**src/source/fetch_pkg.sv**
```systemverilog
package fetch_pkg;

    // Address geometry
    localparam int ADDR_WIDTH = 32;
    localparam logic [ADDR_WIDTH-1:0] RESET_PC = ADDR_WIDTH'(32'h0000_0100);
    localparam logic [ADDR_WIDTH-1:0] INSTR_BYTES = ADDR_WIDTH'(4);  // Sequential fetch step

    // Branch target buffer
    localparam int BTB_SIZE = 16;                  // Total entries
    localparam int NUM_WAYS = 4;
    localparam int NUM_SETS = BTB_SIZE / NUM_WAYS;
    localparam int SET_BITS = $clog2(NUM_SETS);    // Set index is the low PC bits
    localparam int WAY_BITS = $clog2(NUM_WAYS);

    // Fetch queue, depth must be a power of two
    localparam int FQ_DEPTH = 4;
    localparam int FQ_PTR_W = $clog2(FQ_DEPTH);

endpackage

```
**src/source/btb_4way.sv**
```systemverilog
`timescale 1ns/1ps

module btb_4way (
    input  logic                             clk,
    input  logic                             rst,
    input  logic [fetch_pkg::ADDR_WIDTH-1:0] predict_pc,
    input  logic                             update_valid,
    input  logic [fetch_pkg::ADDR_WIDTH-1:0] update_pc,
    input  logic [fetch_pkg::ADDR_WIDTH-1:0] update_target,
    output logic [fetch_pkg::ADDR_WIDTH-1:0] predicted_pc,
    output logic                             prediction
);
    import fetch_pkg::*;

    // Table storage
    logic [ADDR_WIDTH-1:0] tag_q    [NUM_SETS][NUM_WAYS];
    logic [ADDR_WIDTH-1:0] target_q [NUM_SETS][NUM_WAYS];
    logic [NUM_WAYS-1:0]   valid_q  [NUM_SETS];

    logic [SET_BITS-1:0] lookup_set;
    logic [SET_BITS-1:0] upd_set;
    logic [NUM_WAYS-1:0] upd_hit;      // Every matching way, one at most
    logic [NUM_WAYS-1:0] upd_empty;    // Lowest free way, one-hot

    // First update stage
    logic                  upd_valid_q;
    logic [NUM_WAYS-1:0]   hit_q;
    logic [NUM_WAYS-1:0]   empty_q;
    logic [ADDR_WIDTH-1:0] upd_pc_q;
    logic [ADDR_WIDTH-1:0] upd_target_q;

    logic [SET_BITS-1:0] wr_set;
    logic [WAY_BITS-1:0] wr_way;

    assign lookup_set = predict_pc[SET_BITS-1:0];
    assign upd_set    = update_pc[SET_BITS-1:0];
    assign wr_set     = upd_pc_q[SET_BITS-1:0];

    // Lookup, the lowest hitting way wins
    always_comb begin
        prediction   = 1'b0;
        predicted_pc = '0;
        for (int w = NUM_WAYS - 1; w >= 0; w--) begin
            if (valid_q[lookup_set][w] && tag_q[lookup_set][w] == predict_pc) begin
                prediction   = 1'b1;
                predicted_pc = target_q[lookup_set][w];
            end
        end
    end

    // Hit and empty search for the incoming update
    always_comb begin
        upd_hit   = '0;
        upd_empty = '0;
        for (int w = NUM_WAYS - 1; w >= 0; w--) begin
            upd_hit[w] = valid_q[upd_set][w] && tag_q[upd_set][w] == update_pc;
            if (!valid_q[upd_set][w]) begin
                upd_empty = NUM_WAYS'(1) << w;
            end
        end
    end

    always_ff @(posedge clk or posedge rst) begin
        if (rst) begin
            upd_valid_q <= 1'b0;
            hit_q       <= '0;
            empty_q     <= '0;
        end else begin
            upd_valid_q <= update_valid;
            if (update_valid) begin
                hit_q   <= upd_hit;
                empty_q <= upd_empty;
            end
        end
    end

    always_ff @(posedge clk) begin
        if (update_valid) begin
            upd_pc_q     <= update_pc;
            upd_target_q <= update_target;
        end
    end

    // Hit way first, then lowest empty way, else way 0
    always_comb begin
        wr_way = '0;
        for (int w = NUM_WAYS - 1; w >= 0; w--) begin
            if (hit_q[w] || (hit_q == '0 && empty_q[w])) begin
                wr_way = WAY_BITS'(w);
            end
        end
    end

    // Second update stage
    always_ff @(posedge clk or posedge rst) begin
        if (rst) begin
            for (int s = 0; s < NUM_SETS; s++) begin
                valid_q[s] <= '0;
            end
        end else if (upd_valid_q) begin
            valid_q[wr_set][wr_way] <= 1'b1;
        end
    end

    always_ff @(posedge clk) begin
        if (upd_valid_q) begin
            tag_q[wr_set][wr_way]    <= upd_pc_q;
            target_q[wr_set][wr_way] <= upd_target_q;
        end
    end

    // A tag lives in one way of its set only, and one free way is picked
    a_hit_onehot: assert property (@(posedge clk) disable iff (rst)
        $onehot0(hit_q));
    a_empty_onehot: assert property (@(posedge clk) disable iff (rst)
        $onehot0(empty_q));

endmodule

```
**src/source/pc_gen.sv**
```systemverilog
`timescale 1ns/1ps

module pc_gen (
    input  logic                             clk,
    input  logic                             rst,
    input  logic                             redirect_valid,
    input  logic [fetch_pkg::ADDR_WIDTH-1:0] redirect_pc,
    input  logic                             prediction,
    input  logic [fetch_pkg::ADDR_WIDTH-1:0] predicted_pc,
    input  logic                             push_ready,
    output logic [fetch_pkg::ADDR_WIDTH-1:0] fetch_pc,
    output logic                             push_valid,
    output logic [fetch_pkg::ADDR_WIDTH-1:0] push_pc,
    output logic                             push_taken,
    output logic [fetch_pkg::ADDR_WIDTH-1:0] push_target
);
    import fetch_pkg::*;

    logic fire;

    // Nothing is offered in reset or in a redirect cycle, whose PC is stale
    assign push_valid  = !rst && !redirect_valid;
    assign push_pc     = fetch_pc;
    assign push_taken  = prediction;
    assign push_target = predicted_pc;
    assign fire        = push_valid && push_ready;

    always_ff @(posedge clk or posedge rst) begin
        if (rst) begin
            fetch_pc <= RESET_PC;
        end else begin
            if (redirect_valid) begin
                fetch_pc <= redirect_pc;   // Wins over a full queue
            end else if (fire) begin
                fetch_pc <= prediction ? predicted_pc : fetch_pc + INSTR_BYTES;
            end
        end
    end

    // Offered PC holds while the queue is full
    a_push_stable: assert property (@(posedge clk) disable iff (rst)
        push_valid && !push_ready && !redirect_valid |=> $stable(push_pc));

endmodule

```
**src/source/fetch_queue.sv**
```systemverilog
`timescale 1ns/1ps

module fetch_queue (
    input  logic                             clk,
    input  logic                             rst,
    input  logic                             flush,
    input  logic                             push_valid,
    input  logic [fetch_pkg::ADDR_WIDTH-1:0] push_pc,
    input  logic                             push_taken,
    input  logic [fetch_pkg::ADDR_WIDTH-1:0] push_target,
    input  logic                             pop,
    output logic                             push_ready,
    output logic                             head_valid,
    output logic [fetch_pkg::ADDR_WIDTH-1:0] head_pc,
    output logic                             head_taken,
    output logic [fetch_pkg::ADDR_WIDTH-1:0] head_target
);
    import fetch_pkg::*;

    logic [ADDR_WIDTH-1:0] pc_mem     [FQ_DEPTH];
    logic                  taken_mem  [FQ_DEPTH];
    logic [ADDR_WIDTH-1:0] target_mem [FQ_DEPTH];

    logic [FQ_PTR_W-1:0] wr_ptr;
    logic [FQ_PTR_W-1:0] rd_ptr;
    logic [FQ_PTR_W:0]   count;   // One extra bit to hold FQ_DEPTH
    logic                do_push;
    logic                do_pop;

    assign push_ready  = count != (FQ_PTR_W + 1)'(FQ_DEPTH);
    assign head_valid  = count != '0;
    assign head_pc     = pc_mem[rd_ptr];
    assign head_taken  = taken_mem[rd_ptr];
    assign head_target = target_mem[rd_ptr];

    // Flush drops any push in the same cycle
    assign do_push = push_valid && push_ready && !flush;
    assign do_pop  = pop && head_valid;

    always_ff @(posedge clk or posedge rst) begin
        if (rst) begin
            wr_ptr <= '0;
            rd_ptr <= '0;
            count  <= '0;
        end else if (flush) begin
            wr_ptr <= '0;
            rd_ptr <= '0;
            count  <= '0;
        end else begin
            if (do_push) begin
                wr_ptr <= wr_ptr + 1'b1;   // Wraps at FQ_DEPTH
            end
            if (do_pop) begin
                rd_ptr <= rd_ptr + 1'b1;
            end
            case ({do_push, do_pop})
                2'b10:   count <= count + 1'b1;
                2'b01:   count <= count - 1'b1;
                default: count <= count;
            endcase
        end
    end

    always_ff @(posedge clk) begin
        if (do_push) begin
            pc_mem[wr_ptr]     <= push_pc;
            taken_mem[wr_ptr]  <= push_taken;
            target_mem[wr_ptr] <= push_target;
        end
    end

    a_no_pop_empty: assert property (@(posedge clk) disable iff (rst)
        pop |-> head_valid);
    a_count_bound: assert property (@(posedge clk) disable iff (rst)
        count <= (FQ_PTR_W + 1)'(FQ_DEPTH));

endmodule

```
**src/source/branch_resolve.sv**
```systemverilog
`timescale 1ns/1ps

module branch_resolve (
    input  logic                             resolve_valid,
    input  logic                             resolve_taken,
    input  logic [fetch_pkg::ADDR_WIDTH-1:0] resolve_target,
    input  logic                             head_valid,
    input  logic [fetch_pkg::ADDR_WIDTH-1:0] head_pc,
    input  logic                             head_taken,
    input  logic [fetch_pkg::ADDR_WIDTH-1:0] head_target,
    output logic                             pop,
    output logic                             update_valid,
    output logic [fetch_pkg::ADDR_WIDTH-1:0] update_pc,
    output logic [fetch_pkg::ADDR_WIDTH-1:0] update_target,
    output logic                             redirect_valid,
    output logic [fetch_pkg::ADDR_WIDTH-1:0] redirect_pc,
    output logic                             mispredict
);
    import fetch_pkg::*;

    logic                  accept;
    logic [ADDR_WIDTH-1:0] actual_next;
    logic                  dir_wrong;
    logic                  target_wrong;

    assign accept = resolve_valid && head_valid;

    // Where fetch should really have gone after this head
    assign actual_next = resolve_taken ? resolve_target : head_pc + INSTR_BYTES;

    assign dir_wrong    = resolve_taken != head_taken;
    assign target_wrong = resolve_taken && head_taken && (resolve_target != head_target);
    assign mispredict   = accept && (dir_wrong || target_wrong);

    assign pop = accept;

    // Taken branches train the BTB, not-taken ones leave it alone
    assign update_valid  = accept && resolve_taken;
    assign update_pc     = head_pc;
    assign update_target = resolve_target;

    assign redirect_valid = mispredict;
    assign redirect_pc    = actual_next;

endmodule

```
**src/source/fetch_top.sv**
```systemverilog
`timescale 1ns/1ps

module fetch_top (
    input  logic                             clk,
    input  logic                             rst,
    input  logic                             resolve_valid,
    input  logic                             resolve_taken,
    input  logic [fetch_pkg::ADDR_WIDTH-1:0] resolve_target,
    output logic                             resolve_ready,
    output logic [fetch_pkg::ADDR_WIDTH-1:0] head_pc,
    output logic                             head_taken,
    output logic [fetch_pkg::ADDR_WIDTH-1:0] head_target,
    output logic                             mispredict
);
    import fetch_pkg::*;

    // Lookup path
    logic [ADDR_WIDTH-1:0] fetch_pc;
    logic [ADDR_WIDTH-1:0] predicted_pc;
    logic                  prediction;

    // Fetch push
    logic                  push_valid;
    logic                  push_ready;
    logic [ADDR_WIDTH-1:0] push_pc;
    logic                  push_taken;
    logic [ADDR_WIDTH-1:0] push_target;

    logic                  head_valid;
    logic                  pop;

    // Update and redirect
    logic                  update_valid;
    logic [ADDR_WIDTH-1:0] update_pc;
    logic [ADDR_WIDTH-1:0] update_target;
    logic                  redirect_valid;
    logic [ADDR_WIDTH-1:0] redirect_pc;

    assign resolve_ready = head_valid;   // Execute may only resolve a queued fetch

    btb_4way u_btb (
        .clk           (clk),
        .rst           (rst),
        .predict_pc    (fetch_pc),
        .update_valid  (update_valid),
        .update_pc     (update_pc),
        .update_target (update_target),
        .predicted_pc  (predicted_pc),
        .prediction    (prediction)
    );

    pc_gen u_pc_gen (
        .clk            (clk),
        .rst            (rst),
        .redirect_valid (redirect_valid),
        .redirect_pc    (redirect_pc),
        .prediction     (prediction),
        .predicted_pc   (predicted_pc),
        .push_ready     (push_ready),
        .fetch_pc       (fetch_pc),
        .push_valid     (push_valid),
        .push_pc        (push_pc),
        .push_taken     (push_taken),
        .push_target    (push_target)
    );

    fetch_queue u_fq (
        .clk         (clk),
        .rst         (rst),
        .flush       (redirect_valid),
        .push_valid  (push_valid),
        .push_pc     (push_pc),
        .push_taken  (push_taken),
        .push_target (push_target),
        .pop         (pop),
        .push_ready  (push_ready),
        .head_valid  (head_valid),
        .head_pc     (head_pc),
        .head_taken  (head_taken),
        .head_target (head_target)
    );

    branch_resolve u_resolve (
        .resolve_valid  (resolve_valid),
        .resolve_taken  (resolve_taken),
        .resolve_target (resolve_target),
        .head_valid     (head_valid),
        .head_pc        (head_pc),
        .head_taken     (head_taken),
        .head_target    (head_target),
        .pop            (pop),
        .update_valid   (update_valid),
        .update_pc      (update_pc),
        .update_target  (update_target),
        .redirect_valid (redirect_valid),
        .redirect_pc    (redirect_pc),
        .mispredict     (mispredict)
    );

    // A resolve is only meaningful against a valid queue head
    a_resolve_has_head: assert property (@(posedge clk) disable iff (rst)
        resolve_valid |-> head_valid);

endmodule

```
**config.mk**
```make
export PLATFORM = sky130hd
export DESIGN_NAME = fetch_top
export DESIGN_NICKNAME = d
export VERILOG_FILES = /design/src/source/fetch_pkg.sv /design/src/source/btb_4way.sv /design/src/source/pc_gen.sv /design/src/source/fetch_queue.sv /design/src/source/branch_resolve.sv /design/src/source/fetch_top.sv
export SDC_FILE = /design/constraint.sdc
export NUM_CORES = 2
export LEC_CHECK = 0
export BUFFER_PORTS_ARGS = -buffer_cell sky130_fd_sc_hd__buf_4
export CORE_ASPECT_RATIO = 1.5
export CORE_MARGIN = 10
export CORE_UTILIZATION = 55
export DETAILED_ROUTE_END_ITERATION = 8
export GPL_TIMING_DRIVEN = 0
export PLACE_DENSITY = 0.71
export SYNTH_ARGS = -nofsm -noshare
export SYNTH_HDL_FRONTEND = slang
export SYNTH_SLANG_ARGS = --single-unit
```
**constraint.sdc**
```tcl
create_clock -name clk -period 18.11 [get_ports clk]
set_input_delay 3.622 -clock clk [delete_from_list [all_inputs] [get_ports clk]]
set_output_delay 3.622 -clock clk [all_outputs]
set_load 0.01 [all_outputs]
```
==> reports/summary.txt <==
status - finished with violations
failing checks - max-capacitance violations, max-slew violations
number of global-route vias before repair - 37950
# IOs - 103
synth-to-layout area growth - 14.24%
CP max-delay cell - a2111oi_0
CTS root buf - clkbuf_16
RSZ-0062 raised after global routing - no
post-synth top area share - 65.80%
die width - 293.1 um
post-CTS resize count - 0
layout cell share with drive strength beyond 1 - 25.08%
largest net degree at the start of global routing - 57
fmax - 0.09519 GHz
core footprint - 0.1113 sq mm
cell taking the most area after synthesis - edfxtp_1
Mapped Area - 0.06152 sq mm
worst r2r src - u_pc_gen.fetch_pc[1]$_DFFE_PP0P_
reg2reg setup slack - 10.91 ns
gr usage total - 37.83%
Starting Density - 55.27%
met3 WL - 23360 um
Post-CTS Setup Bufs - 0
count of final setup violators - 0
Crit. End Element - primary output
Yosys Warn Count - 0
first-pass GRT wire length - 319800 um
wire per inst - 44.49 um
hpwl dp - 171900 um
Place WS - 7.680 ns
CP startpoint - resolve_target[13]
# port buffers - 102
CP endpoint - mispredict
Slew headroom - -4.924%
largest cells by area after synthesis - edfxtp_1 66%, mux4_2 14%, xnor2_1 3.6%
post-synthesis sequential area ratio - 68.41%
final slew viol count - 9
register clock-pin slew on the reported worst setup and hold paths - 0.06 ns
GPL Wtd Cong - 1.038
Syn Inst Count - 3448
Die H - 429.6 um
DIE AREA - 0.1259 sq mm
power after layout - 12.36 mW
Post-route DRC - 0
net count after synthesis - 3493
flop and latch count out of synthesis - 1412
Post-synth EDFFs - 1348
CP peak stage delay - 0.55 ns
crit path launch type - input port
drt pass-1 iters - 8
DR iter-0 viols - 5666
met2 WL - 112000 um
wirelength, routed - 237300 um
Max VDD drop - 0.0001027 V
path depth of the worst reg2reg path - 15
Final Cell Area - 0.07028 sq mm
fin worst setup slack - 7.604 ns
Tcrit/Tclk final - 58.01%
setup tns final - 0 ns
post-route ant nets - 0
CTS tree - built
top routing layer used - met5
Leak - 22.95 nW
crit path time final - 10.51 ns
Nets - 3825
Via density - 7.185
hold_buf cts - 0
initial antenna violation count - 5
post-layout util - 63.14%
CTS Buf Count - 135
htree depth - 4
WP data arrival - 6.88 ns
Area after DPL - 0.06575 sq mm
Synth cell types - 84
Final Skew - 0.03755 ns
maxcap violations - 1
via count - 38320
critical path fanouts, max - 10
CP Class - input port to primary output
Bufs on Longest Clock Path - 3
worst hold path class - flop to flop
async set or reset register ratio after synthesis - 4.533%
clk_lat worst skew - 0.79 ns
cell area power density - 175.9 mW/mm^2
grt ovf - 0
Reg-to-Reg End - u_fq.target_mem[0][20]$_DFFE_PP_
Synth Flop Type - edfxtp_1
critical-path cell list - buf_4 -> inv_1 -> a22o_1 -> or3_1 -> a2111oi_0 -> nand4b_1 -> o21ai_2 -> inv_1 -> clkbuf_1 -> buf_1 -> buf_4
row count - 150
Final Hold Fails - 0
Num Clock Sinks - 1412
Mapped Avg Cell Area - 17.84 sq um
WL met1 - 72460 um
Slew @ Worst Pin - 1.574 ns
Critical Path RT - 14.49 ns
-- worst max-delay path, delay by kind of cell --
| kind | cells | cell delay [ns] |
|---|---|---|
| buf+inv | 6 | 1.51 |
| compound gates | 3 | 1.19 |
| simple gates | 2 | 0.55 |
-- power by group --
group | switching [mW] | internal [mW] | leakage (nW)
registers | 0.271 | 3.97 | 13.0
clock network | 1.29 | 1.62 | 2.18
logic | 3.38 | 1.83 | 7.78
total | 4.94 | 7.42 | 23.0
-- metal layers --
metal  vias to the layer above  global-route usage [%]
met5                         -                       0
met4                         2                   37.04
met3                       930                   7.336
met2                      3118                   60.03
met1                     19720                   42.18
li1                      14550                       -
-- stage by stage --
| step | hold slack (ns) | cells |
|---|---|---|
| floorplan | 0.4470 | 3448 |
| global placement | 0.4683 | 4994 |
| detailed placement | 0.4748 | 5085 |
| CTS | 0.4926 | 5330 |
| global route | 0.5120 | 5332 |
| finish | 0.4926 | 5333 |
-- sequential cells by signal, indices dropped and copies added, names as in the netlist --
signal,count
u_btb.tag_q,512
u_btb.target_q,512
u_fq.pc_mem,128
u_fq.target_mem,128
u_btb.upd_pc_q,32
u_btb.upd_target_q,32
u_pc_gen.fetch_pc,32
u_btb.valid_q,16
u_btb.empty_q,4
u_btb.hit_q,4
u_fq.taken_mem,4
u_fq.count,3
u_fq.rd_ptr,2
u_fq.wr_ptr,2
u_btb.upd_valid_q,1
-- kinds of logic (layout without fill, tap and decap cells) --
logic type / Yosys count / in the layout / synth area share (%)
AOI/OAI and AO/OA: 362 / 362 / 3.972
xor gates and xnor gates: 311 / 311 / 4.428
adders and majority gates: 9 / 9 / 0.1953
buffers and inverters: 272 / 712 / 2.144
DFF: 1412 / 1412 / 68.41
muxes: 527 / 527 / 16.38
other: 0 / 1 / 0
and+or+nand+nor: 555 / 555 / 4.477
-- placed cells by master, fill, tap and decap left out, types with 27 or more instances in the layout --
master     instances
inv_1             40
o21ai_0           69
xnor2_1          251
clkinv_1          28
mux2_2            27
dfrtp_1           63
nand2_1          114
nand3_1           62
a21oi_1           74
buf_2             88
clkbuf_16        137
mux2i_1          118
nand4_1           53
mux4_2           381
nor2_1           132
buf_4            135
buf_6             46
edfxtp_1        1348
nor3_1            29
xor2_1            60
clkbuf_1         109
buf_12            30
-- worst min-delay path by stage --
stage / startpoint / end / cells after the start
floorplan: u_btb.valid_q[11]$_DFFE_PP0P_ / u_btb.valid_q[11]$_DFFE_PP0P_ / 2
global placement: u_btb.valid_q[9]$_DFFE_PP0P_ / u_btb.valid_q[9]$_DFFE_PP0P_ / 1
detailed placement: u_btb.valid_q[10]$_DFFE_PP0P_ / u_btb.valid_q[10]$_DFFE_PP0P_ / 2
CTS: u_btb.valid_q[10]$_DFFE_PP0P_ / u_btb.valid_q[10]$_DFFE_PP0P_ / 2
global route: u_btb.valid_q[7]$_DFFE_PP0P_ / u_btb.valid_q[7]$_DFFE_PP0P_ / 1
finish: u_btb.valid_q[0]$_DFFE_PP0P_ / u_btb.valid_q[0]$_DFFE_PP0P_ / 1
-- synth_stat cells (12+ instances only) --
cell / n
or3_1: 14
nand3_1: 62
nor2_1: 144
a31oi_1: 25
xor2_1: 60
buf_1: 22
a21oi_1: 74
buf_2: 85
nand2b_1: 15
mux4_2: 381
edfxtp_1: 1348
nor2b_1: 12
mux2i_1: 119
buf_4: 27
mux2_2: 27
a211oi_1: 23
o211ai_1: 13
dfrtp_1: 63
nand2_1: 114
nand4_1: 53
nor4_1: 22
or2_2: 19
o22ai_1: 25
buf_6: 12
o21ai_0: 69
xnor2_1: 251
clkbuf_1: 82
and3_1: 27
inv_1: 42
nor3_1: 33
-- final cells by class --
class	count	area (sq um)
Sequential cell	1412	42080
Fill cell	7836	41020
Clock inverter	80	972.2
Antenna cell	1	2.502
Clock buffer	165	3533
Timing Repair Buffer	195	2287
Inverter	44	172.7
Tap cell	1444	1807
Multi-Input combinational cell	1764	18260
Buffer	228	1156
Note: power is estimated with default switching activity, not from simulation.
